$ cat src/design/spi_regs_pkg.sv
// Shared definitions for the SPI control register bank.
// Frame layout, register addresses, reset defaults and the nibble update rule.
// Imported by the receiver, the register file and the top level.

package spi_regs_pkg;

  ////////////////////////////////////////////////////
  // widths and types

  localparam int nib_w   = 4;
  localparam int frame_w = 16;
  // two spare bits so overlong frames never wrap back to 16
  localparam int cnt_w   = $clog2(frame_w) + 2;

  typedef logic [nib_w-1:0] ctl_nib_t;
  typedef logic [cnt_w-1:0] cnt_t;
  typedef logic [7:0]       addr_t;

  // high byte address, then clear nibble above set nibble
  typedef struct packed {
    addr_t    addr;
    ctl_nib_t clr_nib;
    ctl_nib_t set_nib;
  } cmd_t;

  // receiver fills raw, register file reads cmd
  typedef union packed {
    logic [frame_w-1:0] raw;
    cmd_t               cmd;
  } frame_u;

  ////////////////////////////////////////////////////
  // register map

  localparam addr_t addr_led      = 8'd7;
  localparam addr_t addr_mux      = 8'd8;
  localparam addr_t addr_dac      = 8'd9;
  localparam addr_t addr_rails    = 8'd10;
  localparam addr_t addr_soft_rst = 8'd11;
  localparam addr_t addr_clamp1   = 8'd15;
  localparam addr_t addr_rails_oe = 8'd24;

  // defaults, also loaded by the soft reset address
  localparam ctl_nib_t dflt_led      = 4'b0000;
  localparam ctl_nib_t dflt_mux      = 4'b0000;
  localparam ctl_nib_t dflt_dac      = 4'b0000;
  localparam ctl_nib_t dflt_rails    = 4'b0000;
  // clamp lines are active low, so all off
  localparam ctl_nib_t dflt_clamp1   = 4'b1111;
  // bit 0 is the active low rail enable, keep rails off
  localparam ctl_nib_t dflt_rails_oe = 4'b0001;

  // identification word shifted out on miso
  localparam logic [frame_w-1:0] id_word = 16'hFF00;

  ////////////////////////////////////////////////////
  // set/clear/toggle rule

  function automatic ctl_nib_t nib_update(input ctl_nib_t old, input cmd_t cmd);
    ctl_nib_t both;
    both = cmd.set_nib & cmd.clr_nib;
    // bits named in both nibbles flip, the rest hold
    if (both != '0)
      return old ^ both;
    // set first, clear wins after
    return (old | cmd.set_nib) & ~cmd.clr_nib;
  endfunction

endpackage

$ cat src/design/spi_evt_if.sv
// Synchronized SPI events, from the pin synchronizer to the frame receiver.
// Strobes are single clk cycles, no handshake or stall.

`timescale 1ns/1ns

interface spi_evt_if;

  // one cycle after each synchronized sclk falling edge
  logic sclk_fall;
  // one cycle as cs returns high, ends a frame
  logic cs_rise;
  // high while cs is low, aligned with the strobes
  logic cs_act;
  // mosi after the synchronizer
  logic mosi_s;

  modport src (
    output sclk_fall,
    output cs_rise,
    output cs_act,
    output mosi_s
  );

  modport dst (
    input sclk_fall,
    input cs_rise,
    input cs_act,
    input mosi_s
  );

endinterface

$ cat src/design/ctl_reg_file.sv
// Control register file of the board.
// Decodes each finished 16-bit frame and applies set/clear/toggle to one register.
// The soft reset address and rst_n both load the defaults.

`timescale 1ns/1ns

module ctl_reg_file (
  input  logic                   clk,
  input  logic                   rst_n,
  input  spi_regs_pkg::frame_u   frame,
  input  spi_regs_pkg::cnt_t     bits,
  input  logic                   frame_done,
  output spi_regs_pkg::ctl_nib_t reg_led,
  output spi_regs_pkg::ctl_nib_t reg_mux,
  output spi_regs_pkg::ctl_nib_t reg_dac,
  output spi_regs_pkg::ctl_nib_t reg_rails,
  output spi_regs_pkg::ctl_nib_t reg_clamp1,
  output spi_regs_pkg::ctl_nib_t reg_rails_oe
);

  import spi_regs_pkg::*;

  // frame is complete and exactly one word long
  logic wr_ok;
  logic soft_rst;
  cmd_t cmd;

  assign cmd      = frame.cmd;
  assign wr_ok    = frame_done && (bits == cnt_t'(frame_w));
  assign soft_rst = wr_ok && (cmd.addr == addr_soft_rst);

  ////////////////////////////////////////////////////
  // register storage

  always_ff @(posedge clk)
  begin
    if (!rst_n || soft_rst)
    begin
      reg_led      <= dflt_led;
      reg_mux      <= dflt_mux;
      reg_dac      <= dflt_dac;
      reg_rails    <= dflt_rails;
      reg_clamp1   <= dflt_clamp1;
      reg_rails_oe <= dflt_rails_oe;
    end
    else if (wr_ok)
    begin
      // unlisted addresses fall through untouched
      case (cmd.addr)
        addr_led:
        begin
          reg_led <= nib_update(reg_led, cmd);
        end
        addr_mux:
        begin
          // peripheral select mask for the router
          reg_mux <= nib_update(reg_mux, cmd);
        end
        addr_dac:
        begin
          reg_dac <= nib_update(reg_dac, cmd);
        end
        addr_rails:
        begin
          reg_rails <= nib_update(reg_rails, cmd);
        end
        addr_clamp1:
        begin
          reg_clamp1 <= nib_update(reg_clamp1, cmd);
        end
        addr_rails_oe:
        begin
          reg_rails_oe <= nib_update(reg_rails_oe, cmd);
        end
        default:
        begin
        end
      endcase
    end
  end

endmodule

$ cat src/design/ctl_spi_top.sv
// Top level of the SPI control register bank.
// Pins in, six 4-bit control registers and routed peripheral cs/miso out.
// n_periph sets how many peripherals share the SPI bus.

`timescale 1ns/1ns

module ctl_spi_top #(
  parameter int n_periph = 4
) (
  input  logic                   clk,
  input  logic                   rst_n,
  input  logic                   sclk,
  input  logic                   cs,
  input  logic                   mosi,
  input  logic                   special,
  input  logic [n_periph-1:0]    periph_miso,
  output logic                   miso,
  output logic [n_periph-1:0]    periph_cs,
  output spi_regs_pkg::ctl_nib_t reg_led,
  output spi_regs_pkg::ctl_nib_t reg_mux,
  output spi_regs_pkg::ctl_nib_t reg_dac,
  output spi_regs_pkg::ctl_nib_t reg_rails,
  output spi_regs_pkg::ctl_nib_t reg_clamp1,
  output spi_regs_pkg::ctl_nib_t reg_rails_oe
);

  import spi_regs_pkg::*;

  frame_u frame;
  cnt_t   bits;
  logic   frame_done;
  // bank miso before the router
  logic   dout;

  spi_evt_if evt ();

  ////////////////////////////////////////////////////
  // pins into clk domain

  spi_sync u_sync (
    .clk   (clk),
    .rst_n (rst_n),
    .sclk  (sclk),
    .cs    (cs),
    .mosi  (mosi),
    .evt   (evt.src)
  );

  spi_frame_rx u_rx (
    .clk        (clk),
    .rst_n      (rst_n),
    .evt        (evt.dst),
    .frame      (frame),
    .bits       (bits),
    .frame_done (frame_done),
    .dout       (dout)
  );

  ////////////////////////////////////////////////////
  // registers and routing

  ctl_reg_file u_regs (
    .clk          (clk),
    .rst_n        (rst_n),
    .frame        (frame),
    .bits         (bits),
    .frame_done   (frame_done),
    .reg_led      (reg_led),
    .reg_mux      (reg_mux),
    .reg_dac      (reg_dac),
    .reg_rails    (reg_rails),
    .reg_clamp1   (reg_clamp1),
    .reg_rails_oe (reg_rails_oe)
  );

  periph_route #(
    .n_periph (n_periph)
  ) u_route (
    .special     (special),
    .cs          (cs),
    .dout        (dout),
    .reg_mux     (reg_mux),
    .periph_miso (periph_miso),
    .periph_cs   (periph_cs),
    .miso        (miso)
  );

endmodule

$ cat src/design/periph_route.sv
// Chip-select fan-out and miso select for the routed SPI peripherals.
// special low talks to the bank, special high routes cs to the reg_mux selection.
// Purely combinational, follows the pins directly.

`timescale 1ns/1ns

module periph_route #(
  parameter int n_periph = 4
) (
  input  logic                   special,
  input  logic                   cs,
  input  logic                   dout,
  input  spi_regs_pkg::ctl_nib_t reg_mux,
  input  logic [n_periph-1:0]    periph_miso,
  output logic [n_periph-1:0]    periph_cs,
  output logic                   miso
);

  // one reg_mux bit per peripheral, upper bits unused when n_periph is small
  logic [n_periph-1:0] sel;

  assign sel = reg_mux[n_periph-1:0];

  always_comb
  begin
    if (!special)
    begin
      // bank traffic, keep every peripheral deselected
      periph_cs = '1;
      miso      = dout;
    end
    else
    begin
      // active low, only selected lines follow cs
      periph_cs = ~(sel & {n_periph{~cs}});
      // unselected peripherals masked off the shared line
      miso      = |(periph_miso & sel);
    end
  end

endmodule

$ cat src/design/spi_frame_rx.sv
// SPI frame receiver in the clk domain.
// Shifts mosi into the frame, counts bits and shifts the id word out on dout.
// frame, bits and frame_done go to the register file.

`timescale 1ns/1ns

module spi_frame_rx (
  input  logic                 clk,
  input  logic                 rst_n,
  spi_evt_if.dst               evt,
  output spi_regs_pkg::frame_u frame,
  output spi_regs_pkg::cnt_t   bits,
  output logic                 frame_done,
  output logic                 dout
);

  import spi_regs_pkg::*;

  // outgoing id word, msb drives dout
  logic [frame_w-1:0] id_sr;

  ////////////////////////////////////////////////////
  // incoming data

  // payload only, the bit count says whether it is whole
  always_ff @(posedge clk)
  begin
    if (evt.cs_act && evt.sclk_fall)
    begin
      // enters at the lsb end, first bit ends up in the address msb
      frame.raw <= {frame.raw[frame_w-2:0], evt.mosi_s};
    end
  end

  ////////////////////////////////////////////////////
  // bit count and id shifter

  always_ff @(posedge clk)
  begin
    if (!rst_n || !evt.cs_act)
    begin
      // idle between frames, ready for the next one
      bits  <= '0;
      id_sr <= id_word;
    end
    else if (evt.sclk_fall)
    begin
      // saturate, an overlong frame must not alias to 16
      if (bits != '1)
      begin
        bits <= bits + cnt_t'(1);
      end
      // zero fill once the word is gone
      id_sr <= {id_sr[frame_w-2:0], 1'b0};
    end
  end

  assign dout = id_sr[frame_w-1];

  // same cycle as cs_rise, bits still holds the count
  assign frame_done = evt.cs_rise;

endmodule

$ cat src/design/spi_sync.sv
// Brings the asynchronous SPI pins into the clk domain.
// Two flops per pin, a third on sclk and cs for registered edge strobes.

`timescale 1ns/1ns

module spi_sync (
  input  logic   clk,
  input  logic   rst_n,
  input  logic   sclk,
  input  logic   cs,
  input  logic   mosi,
  spi_evt_if.src evt
);

  // [0] first stage, [1] second stage
  logic [1:0] sclk_sync;
  logic [1:0] cs_sync;
  logic [1:0] mosi_sync;

  // delayed copies for edge detect
  logic sclk_d;
  logic cs_d;

  logic sclk_fall_q;
  logic cs_rise_q;

  always_ff @(posedge clk)
  begin
    if (!rst_n)
    begin
      sclk_sync   <= 2'b00;
      // cs idles high, not selected
      cs_sync     <= 2'b11;
      mosi_sync   <= 2'b00;
      sclk_d      <= 1'b0;
      cs_d        <= 1'b1;
      sclk_fall_q <= 1'b0;
      cs_rise_q   <= 1'b0;
    end
    else
    begin
      sclk_sync   <= {sclk_sync[0], sclk};
      cs_sync     <= {cs_sync[0], cs};
      mosi_sync   <= {mosi_sync[0], mosi};
      sclk_d      <= sclk_sync[1];
      cs_d        <= cs_sync[1];
      // strobes land 3 cycles after the pin edge
      sclk_fall_q <= sclk_d & ~sclk_sync[1];
      cs_rise_q   <= cs_sync[1] & ~cs_d;
    end
  end

  assign evt.sclk_fall = sclk_fall_q;
  assign evt.cs_rise   = cs_rise_q;
  // taken from the third flop so it drops in the cs_rise cycle
  assign evt.cs_act    = ~cs_d;
  assign evt.mosi_s    = mosi_sync[1];

endmodule

$ cat config.mk
export PLATFORM = sky130hd
export DESIGN_NAME = ctl_spi_top
export DESIGN_NICKNAME = d
export VERILOG_FILES = /design/src/design/spi_regs_pkg.sv /design/src/design/spi_evt_if.sv /design/src/design/ctl_reg_file.sv /design/src/design/ctl_spi_top.sv /design/src/design/periph_route.sv /design/src/design/spi_frame_rx.sv /design/src/design/spi_sync.sv
export SDC_FILE = /design/constraint.sdc
export NUM_CORES = 1
export LEC_CHECK = 0
export BUFFER_PORTS_ARGS = -buffer_cell sky130_fd_sc_hd__buf_2
export CORE_ASPECT_RATIO = 1.1
export CORE_MARGIN = 2
export CORE_UTILIZATION = 30
export CTS_BUF_LIST = sky130_fd_sc_hd__clkbuf_8
export CTS_CLUSTER_DIAMETER = 80
export DETAILED_ROUTE_END_ITERATION = 10
export PLACE_DENSITY = 0.54
export SYNTH_ARGS = -nofsm -noshare
export SYNTH_HDL_FRONTEND = slang
export SYNTH_SLANG_ARGS = --single-unit
$ cat constraint.sdc
create_clock -name clk -period 2.3 [get_ports clk]
set_clock_uncertainty 0.05 [all_clocks]
set_input_delay 0.46 -clock clk [delete_from_list [all_inputs] [get_ports clk]]
set_output_delay 0.46 -clock clk [all_outputs]
set_load 0.01 [all_outputs]
-- After elaboration in Yosys (flattened, before gate mapping)
Index checks and enable logic that the tools add are counted.
- equality and inequality tests: 9
- reductions and logical operators: 15
- bitwise gates (word level): 28
- multiplexer cells: 33
- $add $sub $neg: 1
- operator list (operator ; number):
    4-bit 2-to-1 mux ; 13
    8-bit by 4-bit equality test with 1-bit output, second input constant ; 5
    4-bit bitwise AND ; 9
    4-bit OR ; 6
    4-bit XOR ; 6
    1-bit 2-to-1 mux ; 20
    2-bit AND reduction ; 7
    8-bit by 3-bit equality test with 1-bit output, second input constant ; 1
    8-bit by 5-bit equality test with 1-bit output, second input constant ; 1
    4-bit NOT ; 2
    6-bit by 1-bit adder with 6-bit output, second input constant ; 1
    6-bit by 5-bit equality test with 1-bit output, second input constant ; 1
    6-bit inequality test, second input constant ; 1
    4-bit nonzero test ; 1
    4-bit OR reduction ; 1
    1-bit logical AND ; 3
    1-bit NOT ; 3
    1-bit bitwise AND ; 2
    1-bit logical OR ; 2
    1-bit logical NOT ; 1
- logic and storage cells: 102
- input port bits: 10
- output and inout port bits: 29
- register bits: 64

-- Longest topological paths before layout
Gate-level depths: netlist of the first run.
- depth in word-level cells: 7
- gate-level depth with buffers: 7

-- Modules after synthesis
Synthesis of the first run repeated with hierarchy kept, for this count alone.
- cell total of the unflattened synthesis: 254
- area, all modules: 2776.4 sq um
- by module, submodules not included (module ; cells each ; area each (sq um) ; instances ; seq. area each (sq um)):
    ctl_reg_file ; 148 ; 1372.6 ; 1 ; 480.5
    spi_frame_rx ; 76 ; 1072.3 ; 1 ; 760.7
    spi_sync ; 21 ; 277.8 ; 1 ; 200.2
    periph_route ; 9 ; 53.8 ; 1 ; 0.0

-- Least setup slack after synthesis of the first run
OpenSTA, ideal clock, no wires.
- path kind: flip-flop to flip-flop
- from: register u_rx.frame[12] (netlist name)
- to: register u_regs.reg_led[0]
- arrival: 1856 ps
- period minus slack after synthesis: 2049 ps
- slack: 251 ps
- buffers on the path: 2
- stages on the path, launching flop included: 7
- required time: 2107 ps
- path through: edfxtp_1 or4_1 buf_2 or4_4 nand2_4 buf_4 a311oi_1
- cells in the longest elaborated chain, start to end: 3
- elaborated cells on any way between the ends: 5
- ends and longest elaborated chain (element ; line ; RTL):
    start: declaration ; spi_frame_rx.sv:11 ; output spi_regs_pkg::frame_u frame,
    8-bit by 4-bit equality test with 1-bit output ; ctl_reg_file.sv:30 ; assign soft_rst = wr_ok && (cmd.addr == addr_soft_rst);
    1-bit logical AND ; ctl_reg_file.sv:30 ;
    1-bit logical OR ; ctl_reg_file.sv:37 ; if (!rst_n || soft_rst)
    end signal: assignment ; ctl_reg_file.sv:39 ; reg_led <= dflt_led;
    end signal: assignment ; ctl_reg_file.sv:52 ; reg_led <= nib_update(reg_led, cmd);
    end: declaration ; ctl_reg_file.sv:13 ; output spi_regs_pkg::ctl_nib_t reg_led,
Parallel ways exist; a longest one is shown, timed or not.
A chain may end at the register's enable or synchronous reset.

-- Worst setup path after layout of the first run
- from: register u_rx.bits[2]
- to: register u_regs.reg_dac[0]
- cells in the longest elaborated chain, start to end: 4
- elaborated cells on any way between the ends: 5
- ends and longest elaborated chain (element ; line ; RTL):
    start: declaration ; spi_frame_rx.sv:12 ; output spi_regs_pkg::cnt_t bits,
    start signal: assignment ; spi_frame_rx.sv:51 ; bits <= bits + cnt_t'(1);
    6-bit by 5-bit equality test with 1-bit output * ; ctl_reg_file.sv:29 ; assign wr_ok = frame_done && (bits == cnt_t'(frame_w));
    1-bit logical AND * ; ctl_reg_file.sv:29 ;
    1-bit logical AND ; ctl_reg_file.sv:30 ;
    1-bit logical OR ; ctl_reg_file.sv:37 ;
    end signal: assignment ; ctl_reg_file.sv:41 ; reg_dac <= dflt_dac;
    end signal: assignment ; ctl_reg_file.sv:61 ; reg_dac <= nib_update(reg_dac, cmd);
    end: declaration ; ctl_reg_file.sv:15 ; output spi_regs_pkg::ctl_nib_t reg_dac,
Mark *: on every way between the ends. The rest lies on a longest branch, timed or not.

==> results.cfg, run 1 <==
[power]
p_leak_uw = 0.00142
power_switching_uw = 483
max-vdd-ir-drop_uv = 332
power_density_nw_per_um2 = 651
power.internal_uw = 1700
pwr-share-seq = 0.529
p_comb_frac = 0.015
switching_share = 0.221
clock_power_share = 0.455

[floorplanning]
die_h_microns = 105
io_pins = 39
die_w_microns = 95.9
core_area_sq_um = 8960
rows = 36
dieArea_sq_um = 10100
start_util = 0.311

[min_path]
min_path_type = input pin to register
whs_endpoint = u_sync.sclk_sync[0]
hold_start = sclk
worstHoldPathCells = 2

[finish]
syn2layout_area_growth_pct = 20.5
num_antenna_cells = 0
fill_cells = 882
nNetsFinal = 317
final_layout_size_suffix_gt1_frac = 0.252
multi_input_area_sq_um = 1250
ff_latch_area_sq_um = 1440

[clock_network]
numCtsBuffers = 9
cts-root-buf = clkbuf_8
postCtsHoldBufs = 0
cts_num_sinks = 64
clk_pin_slew_worst_paths_ps = 70
cts_tree = built
cts_setup_buffers = 0
insertion_delay_ps = 340
clockBufferDepth = 2
htree_levels = 3
post_cts_resized = 0

[yosys]
ys_types = 41
synth_top_area_frac = 0.345
avgSynthCellArea_sq_um = 10.8
synth_area_sq_um = 2790
synthCells = 257
yosys-top-cells-area = dfxtp_1 35%, edfxtp_1 17%, a311oi_1 6.0%, a21o_1 5.1%, a21oi_1 4.3%
synth-seq-cells = 64
seq_area_frac_synth = 0.518
synth_nets = 269
ys_warn_count = 0
yosysTopAreaCell = dfxtp_1

[timing]
period_share = 0.920
worst_pin_slew_ps = 717
relSlewSlack = 0.521
worst_slack_ps = 183
hold_violations = 0
rsz0062_at_grt = no
tns_ps = 0
fmax_mhz = 472
setup_viol_count_final = 0
period_minus_slack_ps = 2120
slew_violations = 0

[global_route]
antenna_found_initial = 0
grt_max_degree = 25
globalRouteTotalUtil = 0.139
grt_pass1_wl_microns = 10600
grt_overflow = 0
grt_pass1_vias = 2006

[worst_setup_path]
cp-end-kind = register
cp_max_fo = 8
critPathLaunchType = register
crit_type = register to register
ff2ff_setup_slack_ps = 180
critPathRequiredTime_ps = 2500
crit_arrival_ps = 2320
timing.rr.end = u_regs.reg_dac[0]
ff2ff_path_depth = 5
r2r_start = u_rx.bits[2]

[drt]
vias = 2177
vias_per_cell = 5.13
wl_per_cell_microns = 15.4
detail_route.iter0.violations = 116
drc = 0
drt-total-wl_microns = 6540
antenna_left = 0
dr.pass1.iters = 4

[placed_design]
dpl.hpwl_microns = 4360
gp_congestion = 0.767
io_buffers = 38
dp_slack_ps = 179

[job]
drv_cap = 0

[run_status]
outcome = completed
cell type report:
cell class / count / area share
tap: 114 / 0.0425
timing repair buffer: 53 / 0.0902
clock buffer: 10 / 0.0410
inverter: 3 / 0.00336
sequential: 64 / 0.430
clock inverter: 6 / 0.0201
multi-input combinational: 174 / 0.373
power by group through the flow:
stage          logic, uW  clock network, uW  registers [uW]
2_1_floorplan       23.9                  0            1180
3_3_place_gp        34.6                  0            1180
3_5_place_dp        34.6                  0            1180
4_1_cts             34.8               1020            1160
5_1_grt             37.9               1080            1160
6_report            33.8                995            1160
state kept, by name (all words and copies together), names as in the netlist, 4 cells and up:
name                 cells
u_regs.reg_led           4
u_rx.bits                6
u_regs.reg_rails         4
u_regs.reg_mux           4
u_regs.reg_dac           4
u_regs.reg_clamp1        4
u_rx.frame              16
u_regs.reg_rails_oe      4
u_rx.id_sr               8
through the flow:
step,utilization,cells,area [sq um],hold slack (ps),power (uW)
floorplan,-,257,2790,333,1200
global placement,0.351,408,3150,336,1220
detailed placement,0.351,408,3150,342,1220
CTS,0.374,424,3360,256,2210
global route,0.374,424,3360,258,2270
finish,0.374,424,3360,271,2180
worst max-delay path by stage:
| stage | start | endpoint | depth (start not counted) |
|---|---|---|---|
| after global placement | u_rx.bits[2] | u_regs.reg_dac[0] | 5 |
| after floorplan | u_rx.frame[12] | u_regs.reg_led[0] | 6 |
| final | u_rx.bits[2] | u_regs.reg_dac[0] | 5 |
| after CTS | u_rx.bits[2] | u_regs.reg_led[1] | 5 |
| after detailed placement | u_rx.bits[2] | u_regs.reg_led[1] | 5 |
| after global routing | u_rx.frame[12] | u_regs.reg_led[3] | 5 |
layer usage:
metal,wire length [microns],vias up,GRT usage
li1,-,1077,-
met4,61,0,0.0500
met3,302,8,0.0389
met2,3040,52,0.207
met1,3140,1040,0.189
met5,0,-,0
cell usage in the layout, fill, tap and decap left out, types with 2 or more instances in the layout:
cell type	instances
o21bai_1	6
edfxtp_1	16
a21oi_1	24
nor2b_1	3
dfxtp_1	48
a22oi_1	2
buf_2	38
clkinv_4	3
buf_4	15
nor4_4	5
a222oi_1	4
a22o_1	2
o211ai_1	2
mux2i_1	8
o21ai_0	7
xor2_1	3
o21a_1	4
ha_1	2
nand3_1	2
nand2_1	21
and3_1	7
or4bb_1	2
clkbuf_8	10
nand4b_1	2
a21o_1	19
nand2b_1	4
and2_1	6
inv_1	3
or4b_1	2
a311oi_1	19
nor2_1	9
cells in the mapped netlist (all sizes together):
| master | instances |
|---|---|
| nand4b | 2 |
| a311oi | 19 |
| a31oi | 1 |
| o21a | 4 |
| clkbuf | 11 |
| a21o | 19 |
| ha | 2 |
| or4bb | 2 |
| nand2 | 22 |
| or4b | 3 |
| nand4 | 1 |
| or4 | 2 |
| edfxtp | 16 |
| o21bai | 6 |
| nand2b | 4 |
| nor4 | 7 |
| and2 | 6 |
| a22oi | 2 |
| o21ai | 7 |
| a22o | 2 |
| xnor2 | 1 |
| and3 | 7 |
| nor2 | 9 |
| dfxtp | 48 |
| xor2 | 3 |
| nand3 | 2 |
| nor2b | 3 |
| buf | 5 |
| inv | 3 |
| a222oi | 4 |
| a21oi | 24 |
| o211ai | 2 |
| mux2i | 8 |
worst max-delay path, stage by stage (launching register included):
cell	delay (ps)
dfxtp_1	350
or4b_1	560
buf_4	210
nor4_4	490
a21oi_1	120
a311oi_1	250
logic make-up after synthesis:
logic type / count (synthesis) / share of synthesized area
and+or+nand+nor: 70 / 0.172
buffers and inverters: 19 / 0.0328
DFF: 64 / 0.518
AOI/OAI and AO/OA: 90 / 0.227
xor gates and xnor gates: 4 / 0.0126
muxes: 8 / 0.0288
adders and majority gates: 2 / 0.00898
Power figures use the tool's default switching activity.
==> run 2, diff against run 1 <==
--- a/config.mk
+++ b/config.mk
@@ -12,6 +12,7 @@
 export CTS_BUF_LIST = sky130_fd_sc_hd__clkbuf_8
 export CTS_CLUSTER_DIAMETER = 80
 export DETAILED_ROUTE_END_ITERATION = 10
+export MAX_ROUTING_LAYER = met4
 export PLACE_DENSITY = 0.54
 export SYNTH_ARGS = -nofsm -noshare
 export SYNTH_HDL_FRONTEND = slang
==> run 2 against run 1 <==
Net effect: sequential cell count did not move; hold slack gained 1.7 ps; first-iteration DRC count fell by 0.86%; sequential share of layout area did not move; critical endpoint is now u_regs.reg_mux[3].
==> results.cfg, run 2 (synthesized netlist as in run 1, its figures left out) <==
[finish]
fill_cells = 882
largest_reg_flops = 16
fin_util = 0.374
num_antenna_cells = 0
regMostFlops = u_rx.frame
syn2layout_area_growth_pct = 20.5
nNetsFinal = 317
final_layout_size_suffix_gt1_frac = 0.252
layout_commonest_cell = dfxtp_1
reg.largest.list = u_rx.frame: 16 flops, u_rx.id_sr: 8 flops, u_rx.bits: 6 flops
layout_common_cells = 48 x dfxtp_1, 38 x buf_2, 24 x a21oi_1

[worst_setup_path]
critPathRequiredTime_ps = 2500
crit_type = register to register
critPathLaunchType = register
cp-end-kind = register
ff2ff_path_depth = 5
cp_max_fo = 8
crit_arrival_ps = 2300

[drt]
detail_route.iter0.violations = 115
vias_per_cell = 5.12
wl_per_cell_microns = 15.4
dr.pass1.iters = 4
drc = 0
vias = 2171
antenna_left = 0
drt-total-wl_microns = 6550

[min_path]
worstHoldPathCells = 2
min_path_type = input pin to register

[clock_network]
htree_levels = 3
cts_setup_buffers = 0
cts_tree = built
cts-root-buf = clkbuf_8
clk_pin_slew_worst_paths_ps = 70
insertion_delay_ps = 340
clockBufferDepth = 2
numCtsBuffers = 9
cts_num_sinks = 64
postCtsHoldBufs = 0
post_cts_resized = 0

[floorplanning]
io_pins = 39
core_area_sq_um = 8960
rows = 36
die_h_microns = 105
start_util = 0.311
die_w_microns = 95.9
dieArea_sq_um = 10100

[placed_design]
io_buffers = 38
dpl.hpwl_microns = 4360
gp_congestion = 0.778

[global_route]
grt_overflow = 0
globalRouteTotalUtil = 0.142
grt_pass1_vias = 2006
grt_pass1_wl_microns = 10600
grt_max_degree = 25
antenna_found_initial = 0

[timing]
slew_violations = 0
period_minus_slack_ps = 2100
tns_ps = 0
hold_violations = 0
setup_viol_count_final = 0
relSlewSlack = 0.521
fmax_mhz = 476
rsz0062_at_grt = no
whs_ps = 273
worst_pin_slew_ps = 717
period_share = 0.914

[power]
power_density_nw_per_um2 = 651
max-vdd-ir-drop_uv = 332
p_leak_uw = 0.00142
power_uw = 2190

[job]
drv_cap = 0

[run_status]
outcome = completed
[run 2: cell counts in the layout (fill, tap and decap cells not counted)]
No cell type changed its count.
[run 2: cell type report]
cell class	count	area (sq um)	share of cell area
Sequential cell	64	1440	0.430
Tap cell	114	143	0.0425
Inverter	3	11.3	0.00336
Clock inverter	6	67.6	0.0201
Multi-Input combinational cell	174	1250	0.373
Timing Repair Buffer	53	303	0.0902
Clock buffer	10	138	0.0410
[run 2: metrics by stage]
stage	area, sq um	worst slack, ps	instances
6_report	3360	199	424
5_1_grt	3360	33.5	424
4_1_cts	3360	171	424
3_5_place_dp	3150	179	408
3_3_place_gp	3150	217	408
2_1_floorplan	2790	251	257
[run 2: path summary, 6_finish.rpt]
kind	start	end	slack (ps)
max	u_rx.bits[2]	u_regs.reg_mux[3]	200
min	sclk	u_sync.sclk_sync[0]	270
max reg2reg	u_rx.bits[2]	u_regs.reg_mux[3]	200
min reg2reg	u_sync.sclk_sync[1]	u_sync.evt.sclk_fall	350
[run 2: worst max-delay path, cell delays in order (launching register included)]
cell,delay (ps)
dfxtp_1,350
or4b_1,560
buf_4,210
nor4_4,460
a21oi_1,120
a311oi_1,260
[run 2: metal layers]
metal  track usage  routed length [microns]
met4        0.0469                       70
met2         0.208                     3030
met3        0.0389                      326
met5             -                        0
met1         0.189                     3120
[run 2: report_power, final]
part | switching [uW] | internal [uW]
clock network | 461 | 534
logic | 19.4 | 14.5
registers | 3.20 | 1150
